===== config.mk =====
export PLATFORM = sky130hd
export DESIGN_NAME = harness_glue
export DESIGN_NICKNAME = d
export VERILOG_FILES = /design/src/harness_pkg.sv /design/src/dmi_select.sv /design/src/debug_req_gate.sv /design/src/addr_decode.sv /design/src/harness_glue.sv
export SDC_FILE = /design/constraint.sdc
export NUM_CORES = 1
export LEC_CHECK = 0
export ABC_AREA = 1
export BUFFER_PORTS_ARGS = -buffer_cell sky130_fd_sc_hd__buf_4
export CORE_AREA = 10 10 137 139
export CTS_CLUSTER_DIAMETER = 200
export DETAILED_ROUTE_END_ITERATION = 8
export DIE_AREA = 0 0 147 149
export RECOVER_POWER = 100
export SYNTH_ARGS = -nofsm -noshare
export SYNTH_HDL_FRONTEND = slang
export SYNTH_SLANG_ARGS = --single-unit

===== constraint.sdc =====
create_clock -name clk_i -period 2 [get_ports clk_i]
set_input_delay 0.2 -clock clk_i [delete_from_list [all_inputs] [get_ports clk_i]]
set_output_delay 0.2 -clock clk_i [all_outputs]
set_load 0.03 [all_outputs]

===== src/harness_pkg.sv =====
`default_nettype none

package harness_pkg;

  // ----------------------------------------------------------------------
  // debug module interface
  // ----------------------------------------------------------------------
  localparam int unsigned DmiAddrWidth = 7;
  localparam int unsigned DmiDataWidth = 32;

  typedef enum logic [1:0] {
    DMI_NOP   = 2'h0,
    DMI_READ  = 2'h1,
    DMI_WRITE = 2'h2
  } dmi_op_e;

  typedef struct packed {
    logic [DmiAddrWidth-1:0] addr;
    dmi_op_e                 op;
    logic [DmiDataWidth-1:0] data;
  } dmi_req_t;

  typedef struct packed {
    logic [DmiDataWidth-1:0] data;
    logic [1:0]              resp;
  } dmi_resp_t;

  // simulation exit code width
  localparam int unsigned ExitWidth = 32;

  // core debug request held off this long after reset
  localparam int unsigned DmiDelCycles = 500;

  // ----------------------------------------------------------------------
  // interrupts, privileged spec bit positions
  // ----------------------------------------------------------------------
  localparam int unsigned XLen    = 64;
  localparam int unsigned IrqMsip = 3;
  localparam int unsigned IrqMtip = 7;
  localparam int unsigned IrqSeip = 9;
  localparam int unsigned IrqMeip = 11;

  // ----------------------------------------------------------------------
  // SoC address map
  // ----------------------------------------------------------------------
  localparam int unsigned AddrWidth = 64;
  localparam int unsigned NumPorts  = 10;

  typedef enum logic [3:0] {
    PORT_DEBUG    = 4'd0,
    PORT_ROM      = 4'd1,
    PORT_CLINT    = 4'd2,
    PORT_PLIC     = 4'd3,
    PORT_UART     = 4'd4,
    PORT_TIMER    = 4'd5,
    PORT_SPI      = 4'd6,
    PORT_ETHERNET = 4'd7,
    PORT_GPIO     = 4'd8,
    PORT_DRAM     = 4'd9
  } port_idx_e;

  localparam logic [AddrWidth-1:0] DebugBase      = 64'h0000_0000;
  localparam logic [AddrWidth-1:0] DebugLength    = 64'h0000_1000;
  localparam logic [AddrWidth-1:0] RomBase        = 64'h0001_0000;
  localparam logic [AddrWidth-1:0] RomLength      = 64'h0001_0000;
  localparam logic [AddrWidth-1:0] ClintBase      = 64'h0200_0000;
  localparam logic [AddrWidth-1:0] ClintLength    = 64'h000C_0000;
  localparam logic [AddrWidth-1:0] PlicBase       = 64'h0C00_0000;
  localparam logic [AddrWidth-1:0] PlicLength     = 64'h0400_0000;
  localparam logic [AddrWidth-1:0] UartBase       = 64'h1000_0000;
  localparam logic [AddrWidth-1:0] UartLength     = 64'h0000_1000;
  localparam logic [AddrWidth-1:0] TimerBase      = 64'h1800_0000;
  localparam logic [AddrWidth-1:0] TimerLength    = 64'h0000_1000;
  localparam logic [AddrWidth-1:0] SpiBase        = 64'h2000_0000;
  localparam logic [AddrWidth-1:0] SpiLength      = 64'h0080_0000;
  localparam logic [AddrWidth-1:0] EthernetBase   = 64'h3000_0000;
  localparam logic [AddrWidth-1:0] EthernetLength = 64'h0001_0000;
  localparam logic [AddrWidth-1:0] GpioBase       = 64'h4000_0000;
  localparam logic [AddrWidth-1:0] GpioLength     = 64'h0000_1000;
  localparam logic [AddrWidth-1:0] DramBase       = 64'h8000_0000;
  localparam logic [AddrWidth-1:0] DramLength     = 64'h4000_0000;

  // end_addr is exclusive
  typedef struct packed {
    port_idx_e             idx;
    logic [AddrWidth-1:0]  start_addr;
    logic [AddrWidth-1:0]  end_addr;
  } addr_rule_t;

  localparam addr_rule_t AddrMap [NumPorts] = '{
    '{idx: PORT_DEBUG,    start_addr: DebugBase,    end_addr: DebugBase + DebugLength},
    '{idx: PORT_ROM,      start_addr: RomBase,      end_addr: RomBase + RomLength},
    '{idx: PORT_CLINT,    start_addr: ClintBase,    end_addr: ClintBase + ClintLength},
    '{idx: PORT_PLIC,     start_addr: PlicBase,     end_addr: PlicBase + PlicLength},
    '{idx: PORT_UART,     start_addr: UartBase,     end_addr: UartBase + UartLength},
    '{idx: PORT_TIMER,    start_addr: TimerBase,    end_addr: TimerBase + TimerLength},
    '{idx: PORT_SPI,      start_addr: SpiBase,      end_addr: SpiBase + SpiLength},
    '{idx: PORT_ETHERNET, start_addr: EthernetBase, end_addr: EthernetBase + EthernetLength},
    '{idx: PORT_GPIO,     start_addr: GpioBase,     end_addr: GpioBase + GpioLength},
    '{idx: PORT_DRAM,     start_addr: DramBase,     end_addr: DramBase + DramLength}
  };

  // AXI style response codes
  typedef enum logic [1:0] {
    RESP_OKAY   = 2'b00,
    RESP_SLVERR = 2'b10,
    RESP_DECERR = 2'b11
  } resp_e;

  typedef struct packed {
    port_idx_e port;
    resp_e     resp;
  } decode_t;

endpackage

`default_nettype wire


===== src/dmi_select.sv =====
`timescale 1ns/1ps
`default_nettype none

module dmi_select (
  // source selection, 1 picks the JTAG bridge
  input  logic                             sel_jtag_i,

  // JTAG bridge side
  input  harness_pkg::dmi_req_t            jtag_req_i,
  input  logic                             jtag_req_valid_i,
  input  logic                             jtag_resp_ready_i,
  output logic                             jtag_resp_valid_o,
  input  logic [harness_pkg::ExitWidth-1:0] jtag_exit_i,

  // simulated DTM side
  input  harness_pkg::dmi_req_t            dtm_req_i,
  input  logic                             dtm_req_valid_i,
  input  logic                             dtm_resp_ready_i,
  output logic                             dtm_resp_valid_o,
  input  logic [harness_pkg::ExitWidth-1:0] dtm_exit_i,

  // debug module side
  output harness_pkg::dmi_req_t            dm_req_o,
  output logic                             dm_req_valid_o,
  output logic                             dm_resp_ready_o,
  input  logic                             dm_resp_valid_i,

  output logic [harness_pkg::ExitWidth-1:0] exit_o
);

  // ----------------------------------------------------------------------
  // request channel and response ready from the chosen source
  // ----------------------------------------------------------------------
  always_comb begin
    if (sel_jtag_i) begin
      dm_req_o        = jtag_req_i;
      dm_req_valid_o  = jtag_req_valid_i;
      dm_resp_ready_o = jtag_resp_ready_i;
      exit_o          = jtag_exit_i;
    end else begin
      dm_req_o        = dtm_req_i;
      dm_req_valid_o  = dtm_req_valid_i;
      dm_resp_ready_o = dtm_resp_ready_i;
      exit_o          = dtm_exit_i;
    end
  end

  // ----------------------------------------------------------------------
  // response valid steering
  // ----------------------------------------------------------------------
  // unselected source never sees a response
  always_comb begin
    jtag_resp_valid_o = 1'b0;
    dtm_resp_valid_o  = 1'b0;
    if (sel_jtag_i) begin
      jtag_resp_valid_o = dm_resp_valid_i;
    end else begin
      dtm_resp_valid_o  = dm_resp_valid_i;
    end
  end

endmodule

`default_nettype wire


===== src/debug_req_gate.sv =====
`timescale 1ns/1ps
`default_nettype none

module debug_req_gate (
  input  logic clk_i,
  input  logic rst_ni,
  input  logic dm_debug_req_i,
  input  logic debug_enable_i,
  output logic debug_req_o
);

  // wide enough to hold the full delay value
  logic [$clog2(harness_pkg::DmiDelCycles+1)-1:0] del_cnt_d;
  logic [$clog2(harness_pkg::DmiDelCycles+1)-1:0] del_cnt_q;
  logic                                           del_done;

  // gives the core time to run its boot code before
  // the debug module may halt it
  assign del_done = (del_cnt_q == '0);

  // count down, then stay at zero
  always_comb begin
    del_cnt_d = del_cnt_q;
    if (!del_done) begin
      del_cnt_d = del_cnt_q - 1'b1;
    end
  end

  always_ff @(posedge clk_i or negedge rst_ni) begin
    if (!rst_ni) begin
      del_cnt_q <= harness_pkg::DmiDelCycles[$bits(del_cnt_q)-1:0];
    end else begin
      del_cnt_q <= del_cnt_d;
    end
  end

  assign debug_req_o = del_done & debug_enable_i & dm_debug_req_i;

endmodule

`default_nettype wire


===== src/addr_decode.sv =====
`timescale 1ns/1ps
`default_nettype none

module addr_decode (
  input  logic                             clk_i,
  input  logic                             rst_ni,
  input  logic                             addr_valid_i,
  input  logic [harness_pkg::AddrWidth-1:0] addr_i,
  output logic                             decode_valid_o,
  output harness_pkg::decode_t             decode_o
);

  logic [harness_pkg::NumPorts-1:0] rule_hit;
  harness_pkg::decode_t             decode_d;
  harness_pkg::decode_t             decode_q;
  logic                             valid_q;

  // ----------------------------------------------------------------------
  // range compare per region
  // ----------------------------------------------------------------------
  for (genvar i = 0; i < harness_pkg::NumPorts; i++) begin : gen_rule
    assign rule_hit[i] = (addr_i >= harness_pkg::AddrMap[i].start_addr) &&
                         (addr_i <  harness_pkg::AddrMap[i].end_addr);
  end

  // ----------------------------------------------------------------------
  // port and response code
  // ----------------------------------------------------------------------
  // regions do not overlap, so at most one bit of rule_hit is set
  always_comb begin
    decode_d.port = harness_pkg::PORT_DEBUG;
    decode_d.resp = harness_pkg::RESP_DECERR;
    for (int unsigned i = 0; i < harness_pkg::NumPorts; i++) begin
      if (rule_hit[i]) begin
        decode_d.port = harness_pkg::AddrMap[i].idx;
        // GPIO hole, nothing behind it
        if (harness_pkg::AddrMap[i].idx == harness_pkg::PORT_GPIO) begin
          decode_d.resp = harness_pkg::RESP_SLVERR;
        end else begin
          decode_d.resp = harness_pkg::RESP_OKAY;
        end
      end
    end
  end

  // ----------------------------------------------------------------------
  // output register
  // ----------------------------------------------------------------------
  always_ff @(posedge clk_i or negedge rst_ni) begin
    if (!rst_ni) begin
      valid_q <= 1'b0;
    end else begin
      valid_q <= addr_valid_i;
    end
  end

  always_ff @(posedge clk_i) begin
    if (addr_valid_i) begin
      decode_q <= decode_d;
    end
  end

  assign decode_valid_o = valid_q;
  assign decode_o       = decode_q;

endmodule

`default_nettype wire


===== src/harness_glue.sv =====
`timescale 1ns/1ps
`default_nettype none

module harness_glue (
  input  logic                              clk_i,
  input  logic                              rst_ni,

  // DMI source selection
  input  logic                              dmi_sel_jtag_i,

  // JTAG bridge
  input  harness_pkg::dmi_req_t             jtag_req_i,
  input  logic                              jtag_req_valid_i,
  input  logic                              jtag_resp_ready_i,
  output logic                              jtag_resp_valid_o,
  input  logic [harness_pkg::ExitWidth-1:0] jtag_exit_i,

  // simulated DTM
  input  harness_pkg::dmi_req_t             dtm_req_i,
  input  logic                              dtm_req_valid_i,
  input  logic                              dtm_resp_ready_i,
  output logic                              dtm_resp_valid_o,
  input  logic [harness_pkg::ExitWidth-1:0] dtm_exit_i,

  // debug module DMI port
  output harness_pkg::dmi_req_t             dm_req_o,
  output logic                              dm_req_valid_o,
  output logic                              dm_resp_ready_o,
  input  logic                              dm_resp_valid_i,
  output logic [harness_pkg::ExitWidth-1:0] exit_o,

  // core debug request
  input  logic                              dm_debug_req_i,
  input  logic                              debug_enable_i,
  output logic                              debug_req_o,

  // address decode
  input  logic                              addr_valid_i,
  input  logic [harness_pkg::AddrWidth-1:0] addr_i,
  output logic                              decode_valid_o,
  output harness_pkg::decode_t              decode_o,

  // interrupts, irq_i[0] meip and irq_i[1] seip
  input  logic [1:0]                        irq_i,
  input  logic                              timer_irq_i,
  input  logic                              ipi_i,
  output logic [harness_pkg::XLen-1:0]      clint_irq_o
);

  // ----------------------------------------------------------------------
  // DMI source mux
  // ----------------------------------------------------------------------
  dmi_select u_dmi_select (
    .sel_jtag_i        ( dmi_sel_jtag_i    ),
    .jtag_req_i        ( jtag_req_i        ),
    .jtag_req_valid_i  ( jtag_req_valid_i  ),
    .jtag_resp_ready_i ( jtag_resp_ready_i ),
    .jtag_resp_valid_o ( jtag_resp_valid_o ),
    .jtag_exit_i       ( jtag_exit_i       ),
    .dtm_req_i         ( dtm_req_i         ),
    .dtm_req_valid_i   ( dtm_req_valid_i   ),
    .dtm_resp_ready_i  ( dtm_resp_ready_i  ),
    .dtm_resp_valid_o  ( dtm_resp_valid_o  ),
    .dtm_exit_i        ( dtm_exit_i        ),
    .dm_req_o          ( dm_req_o          ),
    .dm_req_valid_o    ( dm_req_valid_o    ),
    .dm_resp_ready_o   ( dm_resp_ready_o   ),
    .dm_resp_valid_i   ( dm_resp_valid_i   ),
    .exit_o            ( exit_o            )
  );

  // ----------------------------------------------------------------------
  // debug request gating and address decode
  // ----------------------------------------------------------------------
  debug_req_gate u_debug_req_gate (
    .clk_i          ( clk_i          ),
    .rst_ni         ( rst_ni         ),
    .dm_debug_req_i ( dm_debug_req_i ),
    .debug_enable_i ( debug_enable_i ),
    .debug_req_o    ( debug_req_o    )
  );

  addr_decode u_addr_decode (
    .clk_i          ( clk_i          ),
    .rst_ni         ( rst_ni         ),
    .addr_valid_i   ( addr_valid_i   ),
    .addr_i         ( addr_i         ),
    .decode_valid_o ( decode_valid_o ),
    .decode_o       ( decode_o       )
  );

  // ----------------------------------------------------------------------
  // CLINT interrupt vector
  // ----------------------------------------------------------------------
  // reserved and platform bits stay zero
  always_comb begin
    clint_irq_o                       = '0;
    clint_irq_o[harness_pkg::IrqMsip] = ipi_i;
    clint_irq_o[harness_pkg::IrqMtip] = timer_irq_i;
    clint_irq_o[harness_pkg::IrqSeip] = irq_i[1];
    clint_irq_o[harness_pkg::IrqMeip] = irq_i[0];
  end

endmodule

`default_nettype wire


# [Word level (Yosys, flattened, before mapping)]
# Index checks and enable logic that the tools add are counted.
[word_totals] input_bits=225 word_cells=57 output_inout_bits=149 register_bits=16
[op_classes] mux=15 magnitude_cmp=20 n_addsub=1 n_reduce_logical=13 bitwise_logic=2
[ops] operator="$lt 64x29->1 const B" count=3
[ops] operator="$ge 64x29->1 const B" count=2
[ops] operator="$ge 64x30->1 const B" count=2
[ops] operator="$lt 64x30->1 const B" count=2
[ops] operator="$ge 64x1->1 const B" count=1
[ops] operator="$ge 64x17->1 const B" count=1
[ops] operator="$ge 64x26->1 const B" count=1
[ops] operator="$ge 64x28->1 const B" count=1
[ops] operator="$ge 64x31->1 const B" count=1
[ops] operator="$ge 64x32->1 const B" count=1
[ops] operator="$lt 64x13->1 const B" count=1
[ops] operator="$lt 64x18->1 const B" count=1
[ops] operator="$lt 64x26->1 const B" count=1
[ops] operator="$lt 64x31->1 const B" count=1
[ops] operator="$lt 64x32->1 const B" count=1
[ops] operator="$mux 6" count=7
[ops] operator="$mux 41" count=1
[ops] operator="$mux 32" count=1
[ops] operator="$logic_and 1x1->1" count=10
[ops] operator="$logic_not 9->1" count=1
[ops] operator="$reduce_or 9->1" count=1
[ops] operator="$sub 9x1->9 const B" count=1
[ops] operator="$mux 1" count=4
[ops] operator="$mux 3" count=1
[ops] operator="3 further kinds" count=4

# [Depth between registers and ports, before layout]
[depth] ltp_word=11 ltp_mapped=10

# [By module]
# Synthesis repeated with hierarchy kept, for this count alone.
[unflattened] hier_cells=518 hier_area_um2=2816.5
[by_module_without_submodules] module="dmi_select" instances=1 cells_per_inst=247 seq_area_each_um2=0.0 area_per_inst_um2=993.5
[by_module_without_submodules] module="addr_decode" instances=1 cells_per_inst=138 seq_area_each_um2=205.2 area_per_inst_um2=830.8
[by_module_without_submodules] module="debug_req_gate" instances=1 cells_per_inst=68 seq_area_each_um2=232.7 area_per_inst_um2=508.0
[by_module_without_submodules] module="harness_glue" instances=1 cells_per_inst=65 seq_area_each_um2=0.0 area_per_inst_um2=484.2

# [Least setup slack after synthesis]
# Ideal clock, no wire load.
[synth_timing] path_type="register to output" startpoint="reg u_debug_req_gate.del_cnt_q[4] (netlist bit)" endpoint="out debug_req_o" setup_slack_ns=0.526 path_stages_with_launch=6 required_ns=1.800 t_arrival_ns=1.274 n_path_buf=0 path_cell_list="dfstp_2 nor2_1 nand2_1 nor2_2 nand4_2 nor2_1"
[synth_between] elab_chain_cells=3
[synth_rtl] item="from (decl)" line_no="debug_req_gate.sv:14" source="logic [$clog2(harness_pkg::DmiDelCycles+1)-1:0] del_cnt_q;"
[synth_rtl] item="from (signal assigned)" line_no="debug_req_gate.sv:31" source="del_cnt_q <= harness_pkg::DmiDelCycles[$bits(del_cnt_q)-1:0];"
[synth_rtl] item="from (signal assigned)" line_no="debug_req_gate.sv:33" source="del_cnt_q <= del_cnt_d;"
[synth_rtl] item="$logic_not 9->1" line_no="debug_req_gate.sv:19" source="assign del_done = (del_cnt_q == '0);"
[synth_rtl] item="$and 1x1->1 (2 in series)" line_no="debug_req_gate.sv:37" source="assign debug_req_o = del_done & debug_enable_i & dm_debug_req_i;"
[synth_rtl] item="to (decl)" line_no="harness_glue.sv:35" source="output logic debug_req_o,"
# Every way passes these cells.

# [Final worst setup path]
[layout_timing] startpoint="in dmi_sel_jtag_i" endpoint="out exit_o[1] (netlist bit)"
[layout_between] elab_chain_cells=1
[layout_rtl] item="from (decl)" line_no="harness_glue.sv:9" source="input logic dmi_sel_jtag_i,"
[layout_rtl] item="$mux 32" line_no="dmi_select.sv:35" source="if (sel_jtag_i) begin"
[layout_rtl] item="to (decl)" line_no="harness_glue.sv:30" source="output logic [harness_pkg::ExitWidth-1:0] exit_o,"
# Every way passes these cells.

==> summary.txt <==
Worst setup path
  – Element type at the critical path end: output pin
  – Crit path cell chain: clkbuf_2, buf_12, mux2_2, clkbuf_1
  – Critical Path AT: 1.56 ns
  – CP max stage delay: 0.48 ns
  – Crit path max fanout: 31
  – Slowest cell on the critical path: clkbuf_2
  – Worst Setup SP: dmi_sel_jtag_i
  – Req. time, crit path: 1.80 ns
  – Startpoint Class: primary input
  – Worst Path Class, Setup: primary input to output pin
  – Worst Path Buf+Inv: 3
  – R2R Path Start: u_debug_req_gate.del_cnt_q[4]
  – Critical path's top delay family: buffers and inverters

Die
  – Initial core utilization: 0.158
  – Num rows: 47
  – Core area: 16200 um2
  – Die Y: 149 um
  – Top Ports: 374
  – Die area: 21900 um2
  – Die Wd: 147 um

Pwr
  – Pleak: 2.32 nW
  – Peak supply drop: 0.213 mV
  – Pwr dens: 408 nW/um2

Logic synthesis
  – Post-Synthesis Cell Area: 2560 um2
  – Synth top area cells: mux2_2 (33%), buf_4 (19%), edfxtp_1 (7.0%)
  – Share of the synthesized area in the top cell type: 0.330
  – Flops & latches, synth: 16
  – Netlist cell types: 30
  – Synth Instances: 322
  – Cell taking the most area after synthesis: mux2_2
  – Seq/Total Area, Yosys: 0.171
  – Syn avg cell area: 7.95 um2
  – Yosys warns: 0

Finish
  – Commonest non-fill, non-tap cell in the layout: buf_4
  – Multi-input logic area: 1710 um2
  – Sequential cell area: 438 um2
  – Most frequent cells in the layout: buf_4 (212), mux2_2 (71), conb_1 (60), clkbuf_1 (57), nor2_1 (49)
  – Synth-to-layout area growth: 78.7%
  – Final Util: 0.283
  – Number of inserted diodes: 0
  – Fill cells: 1845
  – Post-route design area: 4580 um2
  – Layout cell share with drive strength beyond 1: 0.546
  – Nets@finish: 836

Placement
  – Routability cong.: 0.801
  – HPWL Detailed: 15.0 mm
  – PortBufs: 293
  – Placed Area: 4770 um2
  – Dpl ws: 0.299 ns

Timing
  – Tightest slew margin relative to the limit: 0.585
  – Final worst setup slack: 0.242 ns
  – Tmin final: 1.76 ns
  – Final hold vios: 0
  – Max frequency: 569 MHz
  – Final Max Tran Viols: 0
  – RSZ-0062 raised after global routing: false
  – Hold WS: 0.239 ns
  – Endpoints failing setup: 0
  – Final clock skew: 0.000901 ns
  – Period utilization: 0.879
  – Actual slew at the worst max-slew pin: 0.622 ns
  – Fin Setup TNS: 0 ns

Clock tree
  – Clk pin slew, worst setup/hold paths: 0.05 ns
  – Clk buf depth: 2
  – CTS Buf Count: 3
  – Root Buffer: clkbuf_16
  – CTS tree: built
  – Clk sink count: 16
  – Worst skew pair latency: 0.24 ns
  – Number of H-tree levels: 1
  – Post-CTS setup buffer count: 0

Min path
  – Hold_sp: addr_valid_i
  – Hold Path Class: primary input to register

Global route
  – Total track usage: 0.134
  – GRT overflow: 0
  – Number of global-route vias before repair: 3409
  – First-pass GRT wire length: 22.0 mm
  – Initial antenna violation count: 4
  – Largest net degree at the start of global routing: 32

Status
  – Status: finished clean

Drt
  – Total wire length: 15.9 mm
  – Vias per cell: 3.66
  – DRC Markers: 0
  – WL/cell: 19.2 um
  – Post-route ant nets: 0
  – Vias: 3029
  – DRT iter0 DRCs: 90
  – TritonRoute pass-1 iters: 5

Flow run
  – Max_cap viols: 0
worst paths after layout:
check / endpoint / slack [ns] / depth (start not counted)
setup / recovery: exit_o[1] / 0.24 / 4
hold / removal: u_addr_decode.decode_valid_o / 0.24 / 1
setup reg to reg: u_debug_req_gate.del_cnt_q[7] / 0.60 / 9
hold reg to reg: u_debug_req_gate.del_cnt_q[7] / 0.46 / 2
max in group asynchronous: u_debug_req_gate.del_cnt_q[8] / 1.19 / 2
min in group asynchronous: u_addr_decode.decode_valid_o / 0.45 / 2
sequential cells by signal, summed over array words and instances, names as in the netlist:
signal	cells
u_debug_req_gate.del_cnt_q	9
u_addr_decode.decode_o	6
u_addr_decode.decode_valid_o	1
worst register-to-register path, delay by kind of cell, from the launching register on:
family	cells	cell delay, ns
flip-flops	1	0.55
AND/OR/NAND/NOR	9	0.80
metal layers:
layer | vias to the layer above | GRT usage | routed length, um
met3 | 17 | 0.0683 | 1800
met2 | 181 | 0.235 | 7680
met4 | 8 | 0.0178 | 127
li1 | 1507 | - | -
met1 | 1316 | 0.146 | 6260
met5 | - | 0 | 55
cells by family (layout without fill, tap and decap cells):
group | count (synthesis) | after routing | synth area share
xor+xnor | 3 | 3 | 0.0103
simple gates | 119 | 119 | 0.219
mux | 75 | 75 | 0.330
flops | 16 | 16 | 0.171
other cells | 1 | 60 | 0.00146
fa+ha+maj | 2 | 2 | 0.00977
compound gates | 9 | 9 | 0.0186
buf+inv | 97 | 324 | 0.240
timing repair:
| item | in CTS | in global routing |
|---|---|---|
| hold endpoints to repair | 10 | 0 |
| resized for setup | 0 | 0 |
| hold buffers | 1 | 0 |
Yosys cell counts (all sizes together):
| master | instances |
|---|---|
| dfrtp | 4 |
| conb | 1 |
| xor2 | 3 |
| inv | 24 |
| nand4 | 6 |
| nand2 | 38 |
| or2 | 4 |
| a21oi | 3 |
| nor3 | 1 |
| o21ai | 5 |
| nand3 | 16 |
| buf | 73 |
| ha | 2 |
| edfxtp | 6 |
| dfstp | 6 |
| mux2 | 75 |
| nor2 | 54 |
| o211ai | 1 |
cell type report:
cell class,count,area share
repair buffers,296,0.432
multi-input cells,268,0.373
flip-flops and latches,16,0.0957
well taps,220,0.0601
clock buffers,4,0.0194
inverters,24,0.0197
stage by stage:
step / instances / power (mW)
3_5_place_dp: 823 / 1.55
2_1_floorplan: 381 / 1.09
5_1_grt: 828 / 1.96
3_3_place_gp: 823 / 1.55
4_1_cts: 828 / 1.99
6_report: 828 / 1.87
where the power goes:
| part | switching (mW) | leakage, nW | internal, mW | total [mW] |
|---|---|---|---|---|
| Combinational | 0.652 | 2.10 | 0.447 | 1.10 |
| Sequential | 0.00200 | 0.174 | 0.349 | 0.351 |
| Clock | 0.115 | 0.0442 | 0.303 | 0.418 |
| Total | 0.769 | 2.32 | 1.10 | 1.87 |
(Power assumes the default switching activity.)
